File: src/pim_ctrl_config.svh
`ifndef PIM_CTRL_CONFIG_SVH
`define PIM_CTRL_CONFIG_SVH

// bus map
`define PIM_MODE_ADDR    32'h4100_0000
`define PIM_STATUS_ADDR  32'h4300_0000

`define PIM_OP_REGION    12'h400    // address_i[31:20], erase/program/read
`define PIM_PAR_REGION   16'h400F   // address_i[31:16], parallel

// field widths
`define PIM_ROW_W        7
`define PIM_COL_W        9
`define PIM_PW_W         17
`define PIM_PC_W         5
`define PIM_CNT_W        4
`define PIM_LOAD_W       6

// operation lengths in cycles
`define PIM_READ_CYCLES  9
`define PIM_PAR_CYCLES   12
`define PIM_LOAD_BEATS   32
`define PIM_OUT_DELAY    2

`endif
File: src/pim_ctrl_pkg.sv
`include "pim_ctrl_config.svh"

package pim_ctrl_pkg;

    // operation codes as written to the mode register, 4 and 6 unused
    typedef enum logic [2:0] {
        MODE_NONE     = 3'd0,
        MODE_ERASE    = 3'd1,
        MODE_PROGRAM  = 3'd2,
        MODE_READ     = 3'd3,
        MODE_PARALLEL = 3'd5,
        MODE_LOAD     = 3'd7
    } pim_mode_e;

    typedef enum logic [2:0] {
        ST_IDLE        = 3'd0,
        ST_WAIT_MODE   = 3'd1,
        ST_MODE_READY  = 3'd2,
        ST_MODE_EXEC   = 3'd4,
        ST_MODE_OUTPUT = 3'd5
    } pim_state_e;

    typedef logic [`PIM_ROW_W-1:0]  row_addr_t;
    typedef logic [`PIM_COL_W-1:0]  col_addr_t;

    typedef logic [`PIM_PW_W-1:0]   pulse_width_t;
    typedef logic [`PIM_PC_W-1:0]   pulse_count_t;

    typedef logic [`PIM_CNT_W-1:0]  exec_cnt_t;
    typedef logic [`PIM_LOAD_W-1:0] load_cnt_t;

endpackage

File: src/pim_ctrl_top.sv
module pim_ctrl_top (
    input  logic                     clk_i,
    input  logic                     rst_ni,
    input  logic [31:0]              address_i,
    input  logic [31:0]              data_i,
    input  logic [31:0]              out_buf_data_i,
    output logic [31:0]              data_o,
    output logic                     pim_en_o,
    output logic [2:0]               pim_mode_o,
    output pim_ctrl_pkg::exec_cnt_t  exec_cnt_o,
    output pim_ctrl_pkg::row_addr_t  row_addr7_o,
    output pim_ctrl_pkg::col_addr_t  col_addr9_o,
    output logic [31:0]              input_data_o,
    output logic                     in_buf_write_o,
    output logic                     in_buf_read_o,
    output logic                     buf_read_en_o,
    output logic                     shift_counter_en_o,
    output logic                     load_en_o,
    output pim_ctrl_pkg::load_cnt_t  load_cnt_o
);
    import pim_ctrl_pkg::*;

    pim_mode_e    mode;
    logic         start, finish, enable, busy;
    logic         out_en, out_last, out_done;
    row_addr_t    row;
    col_addr_t    col;
    pulse_width_t pulse_width;
    pulse_count_t pulse_count;
    exec_cnt_t    cnt;
    load_cnt_t    load_cnt;

    assign busy = (mode != MODE_NONE);

    pim_ctrl_fsm u_fsm (
        .clk_i          (clk_i),
        .rst_ni         (rst_ni),
        .address_i      (address_i),
        .data_i         (data_i),
        .finish_i       (finish),
        .out_done_i     (out_done),
        .mode_o         (mode),
        .start_o        (start),
        .row_o          (row),
        .col_o          (col),
        .pulse_width_o  (pulse_width),
        .pulse_count_o  (pulse_count),
        .in_buf_write_o (in_buf_write_o),
        .input_data_o   (input_data_o)
    );

    pim_exec_timer u_timer (
        .clk_i         (clk_i),
        .rst_ni        (rst_ni),
        .mode_i        (mode),
        .start_i       (start),
        .pulse_width_i (pulse_width),
        .pulse_count_i (pulse_count),
        .enable_o      (enable),
        .cnt_o         (cnt),
        .load_cnt_o    (load_cnt),
        .finish_o      (finish),
        .out_en_o      (out_en),
        .out_last_o    (out_last),
        .out_done_o    (out_done)
    );

    pim_row_drive u_row_drive (
        .mode_i             (mode),
        .enable_i           (enable),
        .row_i              (row),
        .col_i              (col),
        .cnt_i              (cnt),
        .load_cnt_i         (load_cnt),
        .out_en_i           (out_en),
        .out_last_i         (out_last),
        .pim_en_o           (pim_en_o),
        .pim_mode_o         (pim_mode_o),
        .exec_cnt_o         (exec_cnt_o),
        .row_addr7_o        (row_addr7_o),
        .col_addr9_o        (col_addr9_o),
        .in_buf_read_o      (in_buf_read_o),
        .load_en_o          (load_en_o),
        .load_cnt_o         (load_cnt_o),
        .buf_read_en_o      (buf_read_en_o),
        .shift_counter_en_o (shift_counter_en_o)
    );

    pim_bus_readback u_readback (
        .clk_i          (clk_i),
        .rst_ni         (rst_ni),
        .address_i      (address_i),
        .busy_i         (busy),
        .load_en_i      (load_en_o),
        .out_buf_data_i (out_buf_data_i),
        .data_o         (data_o)
    );

endmodule

File: src/pim_bus_readback.sv
`include "pim_ctrl_config.svh"

module pim_bus_readback (
    input  logic        clk_i,
    input  logic        rst_ni,
    input  logic [31:0] address_i,
    input  logic        busy_i,
    input  logic        load_en_i,
    input  logic [31:0] out_buf_data_i,
    output logic [31:0] data_o
);

    logic load_q;   // buffer word valid one cycle after load_en

    always_ff @(posedge clk_i or negedge rst_ni) begin
        if (!rst_ni) begin
            load_q <= 1'b0;
            data_o <= '0;
        end else begin
            load_q <= load_en_i;
            if (address_i == `PIM_STATUS_ADDR) begin
                data_o <= {30'b0, 1'b1, busy_i};    // valid, busy
            end else if (load_q) begin
                data_o <= out_buf_data_i;
            end else begin
                data_o <= '0;
            end
        end
    end

endmodule

File: src/pim_row_drive.sv
module pim_row_drive (
    input  pim_ctrl_pkg::pim_mode_e  mode_i,
    input  logic                     enable_i,
    input  pim_ctrl_pkg::row_addr_t  row_i,
    input  pim_ctrl_pkg::col_addr_t  col_i,
    input  pim_ctrl_pkg::exec_cnt_t  cnt_i,
    input  pim_ctrl_pkg::load_cnt_t  load_cnt_i,
    input  logic                     out_en_i,
    input  logic                     out_last_i,
    output logic                     pim_en_o,
    output logic [2:0]               pim_mode_o,
    output pim_ctrl_pkg::exec_cnt_t  exec_cnt_o,
    output pim_ctrl_pkg::row_addr_t  row_addr7_o,
    output pim_ctrl_pkg::col_addr_t  col_addr9_o,
    output logic                     in_buf_read_o,
    output logic                     load_en_o,
    output pim_ctrl_pkg::load_cnt_t  load_cnt_o,
    output logic                     buf_read_en_o,
    output logic                     shift_counter_en_o
);
    import pim_ctrl_pkg::*;

    always_comb begin
        pim_en_o           = 1'b0;
        pim_mode_o         = '0;
        exec_cnt_o         = '0;
        row_addr7_o        = '0;
        col_addr9_o        = '0;
        in_buf_read_o      = 1'b0;
        load_en_o          = 1'b0;
        load_cnt_o         = '0;
        buf_read_en_o      = 1'b0;
        shift_counter_en_o = 1'b0;
        case (mode_i)
            MODE_ERASE, MODE_PROGRAM, MODE_READ, MODE_PARALLEL: begin
                if (enable_i) begin
                    pim_en_o    = 1'b1;
                    pim_mode_o  = mode_i;
                    row_addr7_o = row_i;
                    if (mode_i != MODE_ERASE) begin     // erase is row-wide
                        col_addr9_o = col_i;
                    end
                    if (mode_i inside {MODE_READ, MODE_PARALLEL}) begin
                        exec_cnt_o = cnt_i;
                    end
                    in_buf_read_o = (mode_i == MODE_PARALLEL);
                end else if (mode_i == MODE_PARALLEL && out_en_i) begin
                    pim_mode_o         = MODE_PARALLEL;   // held through output phase
                    buf_read_en_o      = out_last_i;
                    shift_counter_en_o = out_last_i;
                end
            end
            MODE_LOAD: begin
                if (enable_i) begin
                    load_en_o  = 1'b1;
                    load_cnt_o = load_cnt_i;
                end
            end
            default: begin
                pim_en_o = 1'b0;
            end
        endcase
    end

endmodule

File: src/pim_exec_timer.sv
`include "pim_ctrl_config.svh"

module pim_exec_timer (
    input  logic                        clk_i,
    input  logic                        rst_ni,
    input  pim_ctrl_pkg::pim_mode_e     mode_i,
    input  logic                        start_i,
    input  pim_ctrl_pkg::pulse_width_t  pulse_width_i,
    input  pim_ctrl_pkg::pulse_count_t  pulse_count_i,
    output logic                        enable_o,
    output pim_ctrl_pkg::exec_cnt_t     cnt_o,
    output pim_ctrl_pkg::load_cnt_t     load_cnt_o,
    output logic                        finish_o,
    output logic                        out_en_o,
    output logic                        out_last_o,
    output logic                        out_done_o
);
    import pim_ctrl_pkg::*;

    localparam int unsigned OUT_W = $clog2(`PIM_OUT_DELAY + 1);

    logic             run_q, out_run_q, active;
    logic             beat, done;
    pulse_width_t     pw_q, pw_init_q, pw_cur, pw_reload;
    pulse_count_t     pc_q, pc_cur;
    exec_cnt_t        cnt_cur;
    load_cnt_t        lcnt_cur;
    logic [OUT_W-1:0] out_cnt_q;

    function automatic exec_cnt_t fixed_cycles(pim_mode_e m);
        case (m)
            MODE_READ:     return exec_cnt_t'(`PIM_READ_CYCLES);
            MODE_PARALLEL: return exec_cnt_t'(`PIM_PAR_CYCLES);
            default:       return '0;
        endcase
    endfunction

    // the start cycle already runs the first beat, so enable rises right after start_i
    assign active    = start_i | run_q;
    assign pw_cur    = start_i ? pulse_width_i : pw_q;
    assign pw_reload = start_i ? pulse_width_i : pw_init_q;
    assign pc_cur    = start_i ? pulse_count_i : pc_q;
    assign cnt_cur   = start_i ? fixed_cycles(mode_i) : cnt_o;
    assign lcnt_cur  = (start_i && mode_i == MODE_LOAD) ? load_cnt_t'(`PIM_LOAD_BEATS) : load_cnt_o;

    always_comb begin
        beat = 1'b0;
        done = 1'b0;
        case (mode_i)
            MODE_ERASE, MODE_PROGRAM: begin
                beat = (pc_cur != '0) && (pw_cur != '0);
                done = (pc_cur == '0);
            end
            MODE_READ, MODE_PARALLEL: begin
                beat = (cnt_cur != '0);
                done = !beat;
            end
            MODE_LOAD: begin
                beat = (lcnt_cur != '0);
                done = !beat;
            end
            default: done = 1'b1;
        endcase
    end

    always_ff @(posedge clk_i or negedge rst_ni) begin
        if (!rst_ni) begin
            run_q      <= 1'b0;
            enable_o   <= 1'b0;
            finish_o   <= 1'b0;
            pw_q       <= '0;
            pw_init_q  <= '0;
            pc_q       <= '0;
            cnt_o      <= '0;
            load_cnt_o <= '0;
        end else begin
            enable_o <= active && beat;
            finish_o <= active && done;
            if (start_i) begin
                pw_init_q <= pulse_width_i;
            end
            if (active) begin
                run_q <= !done;
                // width runs out -> one low cycle, then reload for the next pulse
                pw_q  <= (pw_cur != '0) ? pw_cur - 1'b1 : pw_reload;
                pc_q  <= (pw_cur == '0 && pc_cur != '0) ? pc_cur - 1'b1 : pc_cur;
                cnt_o      <= (cnt_cur != '0) ? cnt_cur - 1'b1 : '0;
                load_cnt_o <= (lcnt_cur != '0) ? lcnt_cur - 1'b1 : '0;
            end
        end
    end

    // output phase after a parallel window
    always_ff @(posedge clk_i or negedge rst_ni) begin
        if (!rst_ni) begin
            out_run_q  <= 1'b0;
            out_cnt_q  <= '0;
            out_en_o   <= 1'b0;
            out_done_o <= 1'b0;
        end else begin
            out_done_o <= 1'b0;
            if (active && done && mode_i == MODE_PARALLEL) begin
                out_run_q <= 1'b1;
                out_cnt_q <= OUT_W'(`PIM_OUT_DELAY);
            end else if (out_run_q) begin
                if (out_cnt_q != '0) begin
                    out_en_o  <= 1'b1;
                    out_cnt_q <= out_cnt_q - 1'b1;
                end else begin
                    out_en_o   <= 1'b0;
                    out_done_o <= 1'b1;
                    out_run_q  <= 1'b0;
                end
            end
        end
    end

    assign out_last_o = out_en_o && (out_cnt_q == '0);

endmodule

File: src/pim_ctrl_fsm.sv
`include "pim_ctrl_config.svh"

module pim_ctrl_fsm (
    input  logic                        clk_i,
    input  logic                        rst_ni,
    input  logic [31:0]                 address_i,
    input  logic [31:0]                 data_i,
    input  logic                        finish_i,
    input  logic                        out_done_i,
    output pim_ctrl_pkg::pim_mode_e     mode_o,
    output logic                        start_o,
    output pim_ctrl_pkg::row_addr_t     row_o,
    output pim_ctrl_pkg::col_addr_t     col_o,
    output pim_ctrl_pkg::pulse_width_t  pulse_width_o,
    output pim_ctrl_pkg::pulse_count_t  pulse_count_o,
    output logic                        in_buf_write_o,
    output logic [31:0]                 input_data_o
);
    import pim_ctrl_pkg::*;

    pim_state_e state_q, state_d;
    pim_mode_e  mode_q, mode_d;
    logic       start_d;
    logic       op_region, par_region;
    logic       accept, accept_par;

    assign op_region  = (address_i[31:20] == `PIM_OP_REGION);
    assign par_region = (address_i[31:16] == `PIM_PAR_REGION);

    // operation access only counts in the region of the active mode
    assign accept_par = (mode_q == MODE_PARALLEL) && par_region;
    assign accept = (state_q == ST_MODE_READY) && (accept_par ||
        ((mode_q inside {MODE_ERASE, MODE_PROGRAM, MODE_READ}) && op_region));

    always_comb begin
        state_d = state_q;
        mode_d  = mode_q;
        start_d = 1'b0;
        case (state_q)
            ST_IDLE: begin
                if (address_i == `PIM_STATUS_ADDR && mode_q == MODE_NONE) begin
                    state_d = ST_WAIT_MODE;
                end
            end
            ST_WAIT_MODE: begin
                if (address_i == `PIM_MODE_ADDR) begin
                    case (data_i[2:0])
                        MODE_ERASE, MODE_PROGRAM, MODE_READ, MODE_PARALLEL: begin
                            mode_d  = pim_mode_e'(data_i[2:0]);
                            state_d = ST_MODE_READY;
                        end
                        MODE_LOAD: begin    // no operation access needed
                            mode_d  = MODE_LOAD;
                            state_d = ST_MODE_EXEC;
                            start_d = 1'b1;
                        end
                        default: begin      // none, 4 and 6 ignored
                            state_d = ST_WAIT_MODE;
                        end
                    endcase
                end
            end
            ST_MODE_READY: begin
                if (accept) begin
                    state_d = ST_MODE_EXEC;
                    start_d = 1'b1;
                end
            end
            ST_MODE_EXEC: begin
                if (finish_i) begin
                    if (mode_q == MODE_PARALLEL) begin
                        state_d = ST_MODE_OUTPUT;
                    end else begin
                        state_d = ST_IDLE;
                        mode_d  = MODE_NONE;
                    end
                end
            end
            ST_MODE_OUTPUT: begin
                if (out_done_i) begin
                    state_d = ST_IDLE;
                    mode_d  = MODE_NONE;
                end
            end
            default: begin
                state_d = ST_IDLE;
                mode_d  = MODE_NONE;
            end
        endcase
    end

    always_ff @(posedge clk_i or negedge rst_ni) begin
        if (!rst_ni) begin
            state_q        <= ST_IDLE;
            mode_q         <= MODE_NONE;
            start_o        <= 1'b0;
            in_buf_write_o <= 1'b0;
            input_data_o   <= '0;
        end else begin
            state_q        <= state_d;
            mode_q         <= mode_d;
            start_o        <= start_d;
            in_buf_write_o <= accept && accept_par;
            input_data_o   <= (accept && accept_par) ? data_i : '0;
        end
    end

    // command fields, row [15:9] col [8:0] width [21:5] count [4:0]
    always_ff @(posedge clk_i) begin
        if (accept) begin
            row_o         <= address_i[`PIM_COL_W +: `PIM_ROW_W];
            col_o         <= address_i[`PIM_COL_W-1:0];
            pulse_width_o <= data_i[`PIM_PC_W +: `PIM_PW_W];
            pulse_count_o <= data_i[`PIM_PC_W-1:0];
        end
    end

    assign mode_o = mode_q;

endmodule

File: config.mk
export PLATFORM = sky130hd
export DESIGN_NAME = pim_ctrl_top
export DESIGN_NICKNAME = d
export VERILOG_FILES = /design/src/pim_ctrl_pkg.sv /design/src/pim_ctrl_top.sv /design/src/pim_bus_readback.sv /design/src/pim_row_drive.sv /design/src/pim_exec_timer.sv /design/src/pim_ctrl_fsm.sv
export VERILOG_INCLUDE_DIRS = /design/src
export SDC_FILE = /design/constraint.sdc
export NUM_CORES = 1
export LEC_CHECK = 0
export ABC_AREA = 1
export BUFFER_PORTS_ARGS = -buffer_cell sky130_fd_sc_hd__buf_2
export CORE_MARGIN = 10
export CORE_UTILIZATION = 32
export DETAILED_ROUTE_END_ITERATION = 7
export PLACE_DENSITY = 0.59
export RECOVER_POWER = 25
export SLEW_MARGIN = 20
export SYNTH_ARGS = -nofsm -noshare
export SYNTH_HDL_FRONTEND = slang
export SYNTH_SLANG_ARGS = --single-unit
File: constraint.sdc
create_clock -name clk_i -period 4.55 [get_ports clk_i]
set_input_delay 0.6825 -clock clk_i [delete_from_list [all_inputs] [get_ports clk_i]]
set_output_delay 0.6825 -clock clk_i [all_outputs]
set_load 0.1 [all_outputs]
==> run_results.csv <==
group,metric,value,unit
outcome,status,"complete, no violations",
sta,skew,0.00839,ns
sta,fin_ws,1.24,ns
yosys,async_reset_ff_share,77.4,%
place,postPlaceCellArea,0.00906,mm²
setup_path,crit_type,"reg2out",
setup_path,critPathCaptureType,"output port",
global_route,grt_usage,13.5,%
cells_and_area,fin_area,0.00958,mm²
cells_and_area,drive_gt1_share,22.9,%
yosys,ys_seq_area_share,56.5,%
clocking,cts_setup_buffers,0,
yosys,synth.net_count,1001,
place,io_buffers,196,
global_route,grt_pass1_wl,33.4,mm
cells_and_area,register_area,0.00439,mm²
yosys,synth_cell_types,42,
sta,fmax,302,MHz
clocking,cts_hold_buf,0,
setup_path,reg2regPathDepth,11,
setup_path,critical_path_arrival,2.63,ns
yosys,synth-edff-count,38,
setup_path,crit_top_cell,"inv_1",
die,die_h,176,µm
clocking,cts_resized,0,
sta,tightest_slew,0.831,ns
place,dp.cells,1395,
place,hpwl,15.8,mm
clocking,tritoncts,"yes",
global_route,grt_overflow,0,
pwr,power.share.clock,40.9,%
global_route,grt_max_degree,76,
routing,drt_first_pass_iters,5,
setup_path,cp.depth,7,
pwr,internal-power,2400,µW
sta,setup_viol,0,
setup_path,crit_fanout,11,
pwr,combPwrFrac,9.3,%
pwr,power_frac_seq,49.8,%
sta,rsz0062_at_grt,"no",
global_route,antenna_found_initial,0,
setup_path,crit_chain,"inv_1 > nand2_1 > o21ai_1 > nor2_1 > inv_1 > a22oi_1 > buf_2",
sta,fin_crit,3.31,ns
hold_path,hp-class,"in2async",
cells_and_area,area_growth,23.2,%
pwr,peakVddDrop,0.248,mV
clocking,path_clk_slew,0.06,ns
yosys,yosysWarnings,0,
pwr,p_sw_share,24.6,%
flow_run,maxCapViolCount,0,
yosys,syn-cell-area,0.00777,mm²
clocking,cts-buffers-inserted,17,
setup_path,critPathLaunchType,"flop",
place,place_ws,1.31,ns
routing,routedWlPerCell,14.5,µm
cells_and_area,fillers,2422,
routing,viasPerCell,4.35,
die,fp.dieArea,0.0309,mm²
setup_path,crit_family,"simple AND/OR/NAND/NOR gates",
die,ios,197,
yosys,yosysMostFrequentCell,"nand2_1",
sta,fin_crit_sh,72.9,%
global_route,grt_pass1_vias,6251,
sta,slew_violations,0,
cells_and_area,antennaDiodeCount,0,
setup_path,required,3.87,ns
cells_and_area,multi_input_area,0.00273,mm²
routing,antenna_left,0,
clocking,clkSinkCount,168,
sta,timing.final.hold_violations,0,
sta,slew_headroom,44.5,%
pwr,power_density,333,mW/mm²
yosys,ys.flop_type,"dfrtp_1",
yosys,ys_seq_elements,168,
die,start_util,32.8,%
yosys,syn_inst,898,
setup_path,slowest_delay,0.60,ns
routing,drt_iter0_drc,372,
cells_and_area,layout.cells.non_filler,1425,
yosys,synth_area_leaders,"dfrtp_1 42%, edfxtp_1 15%, nand2_1 12%",
clocking,cts-root-buf,"clkbuf_16",
yosys,synth_area_per_cell,8.66,µm²
yosys,synth.largest_area_cell,"dfrtp_1",
sta,tns,0,ns
clocking,cts_buffer_depth,2,
routing,wl,20.6,mm
die,row_count,56,
clocking,clock_latency,0.42,ns
die,die_x,176,µm
pwr,switching_power,785,µW
setup_path,critPathBufInv,3,
yosys,synth_top_area_share,41.8,%
yosys,ys_top_cells_by_count,"239 x nand2_1, 144 x nor2_1, 130 x dfrtp_1, 130 x inv_1, 41 x nand3_1",
routing,vias,6193,
routing,drc,0,
cells_and_area,nets,1199,
place,gp_congestion,0.840,
clocking,htreeDepth,4,
setup_path,crit_slowest_cell,"nor2_1",
die,core_area,0.0237,mm²
sta,holdWs,0.308,ns
pwr,leakagePower,0.00553,µW
cell usage in the layout, fill, tap and decap left out, types with 2 or more instances in the layout:
| cell type | count |
|---|---|
| dfrtp_1 | 130 |
| nor3_1 | 11 |
| a31oi_1 | 2 |
| clkinv_2 | 3 |
| a22oi_1 | 2 |
| nand2_2 | 9 |
| edfxtp_1 | 38 |
| and2_1 | 2 |
| inv_1 | 130 |
| nand3_2 | 4 |
| o21ai_1 | 15 |
| clkbuf_1 | 32 |
| nor2_1 | 143 |
| clkbuf_16 | 18 |
| o21ai_0 | 15 |
| and2_0 | 2 |
| a21oi_1 | 10 |
| nand4_1 | 9 |
| nor2_2 | 9 |
| buf_2 | 168 |
| clkbuf_8 | 2 |
| inv_2 | 4 |
| nand2_1 | 239 |
| o21ai_2 | 2 |
| nand3_1 | 41 |
| buf_4 | 7 |
| xor2_1 | 9 |
| o22ai_1 | 7 |
| ha_1 | 5 |
| nor2_4 | 7 |
| nand2_4 | 13 |
| xnor2_1 | 4 |
worst paths after layout:
kind                                      startpoint                      to  slack (ns)
min in group clk_i                         data_i[9]  u_fsm.pulse_width_o[4]        0.45
worst min-delay path                          rst_ni  u_fsm.input_data_o[15]        0.31
worst min register to register  u_timer.pw_init_q[1]    u_timer.pw_init_q[1]        0.47
worst max-delay path                 u_fsm.mode_o[1]           pim_mode_o[2]        1.24
worst max register to register         u_fsm.start_o        u_timer.pw_q[12]        1.24
max in group asynchronous                     rst_ni   u_readback.data_o[29]        3.36
final cells by class:
class | count | share of cell area [%]
Clock buffer | 25 | 5.19
Clock inverter | 4 | 0.235
Inverter | 134 | 5.25
Multi-Input combinational cell | 571 | 28.5
Sequential cell | 168 | 45.9
Tap cell | 319 | 4.17
Timing Repair Buffer | 204 | 10.8
state kept, by name, indices dropped and copies added, names as in the netlist, 4 cells and up:
name and cells:
u_fsm.input_data_o 32, u_readback.data_o 32, u_fsm.pulse_width_o 17, u_timer.pw_init_q 17
u_timer.pw_q 17, u_fsm.col_o 9, u_fsm.row_o 7, u_timer.load_cnt_o 6
u_fsm.pulse_count_o 5, u_timer.pc_q 5, u_timer.cnt_o 4
power by group through the flow:
stage               combinational, µW  sequential, µW  clock [µW]
floorplan                         186            1600           0
global placement                  298            1610           0
detailed placement                300            1620           0
CTS                               302            1590        1350
global route                      347            1590        1400
finish                            295            1590        1300
per-stage QoR:
step / util [%] / total power [µW]
3_3_place_gp: 38.3 / 1910
6_report: 40.4 / 3190
5_1_grt: 40.4 / 3340
3_5_place_dp: 38.3 / 1920
2_1_floorplan: - / 1790
4_1_cts: 40.5 / 3240
cells by family after synthesis:
group,count (synthesis),share of synthesized area [%]
and+or+nand+nor,496,28.6
AOI/OAI and AO/OA,57,4.14
xor gates and xnor gates,13,1.46
buffers and inverters,159,8.48
DFF,168,56.5
adders and majority gates,5,0.805
worst reg2reg max path, delay by kind of cell (launching register included):
| family | cells | cell delay (ns) |
|---|---|---|
| adder cells (fa/ha/maj) | 1 | 0.27 |
| AND/OR/NAND/NOR | 7 | 1.45 |
| flip-flops | 1 | 0.67 |
| buffers and inverters | 3 | 0.81 |
routing by layer:
layer  vias up  share of wire, %  GRT usage, %  routed length (µm)
li1       3169                 -             -                   -
met1      2844                45          16.6                9310
met2       166                46          21.4                9540
met3        14               7.6          5.19                1570
met4         0               1.1          4.20                 237
met5         -                 0             0                   0
Note: power is estimated with default switching activity, not from simulation.
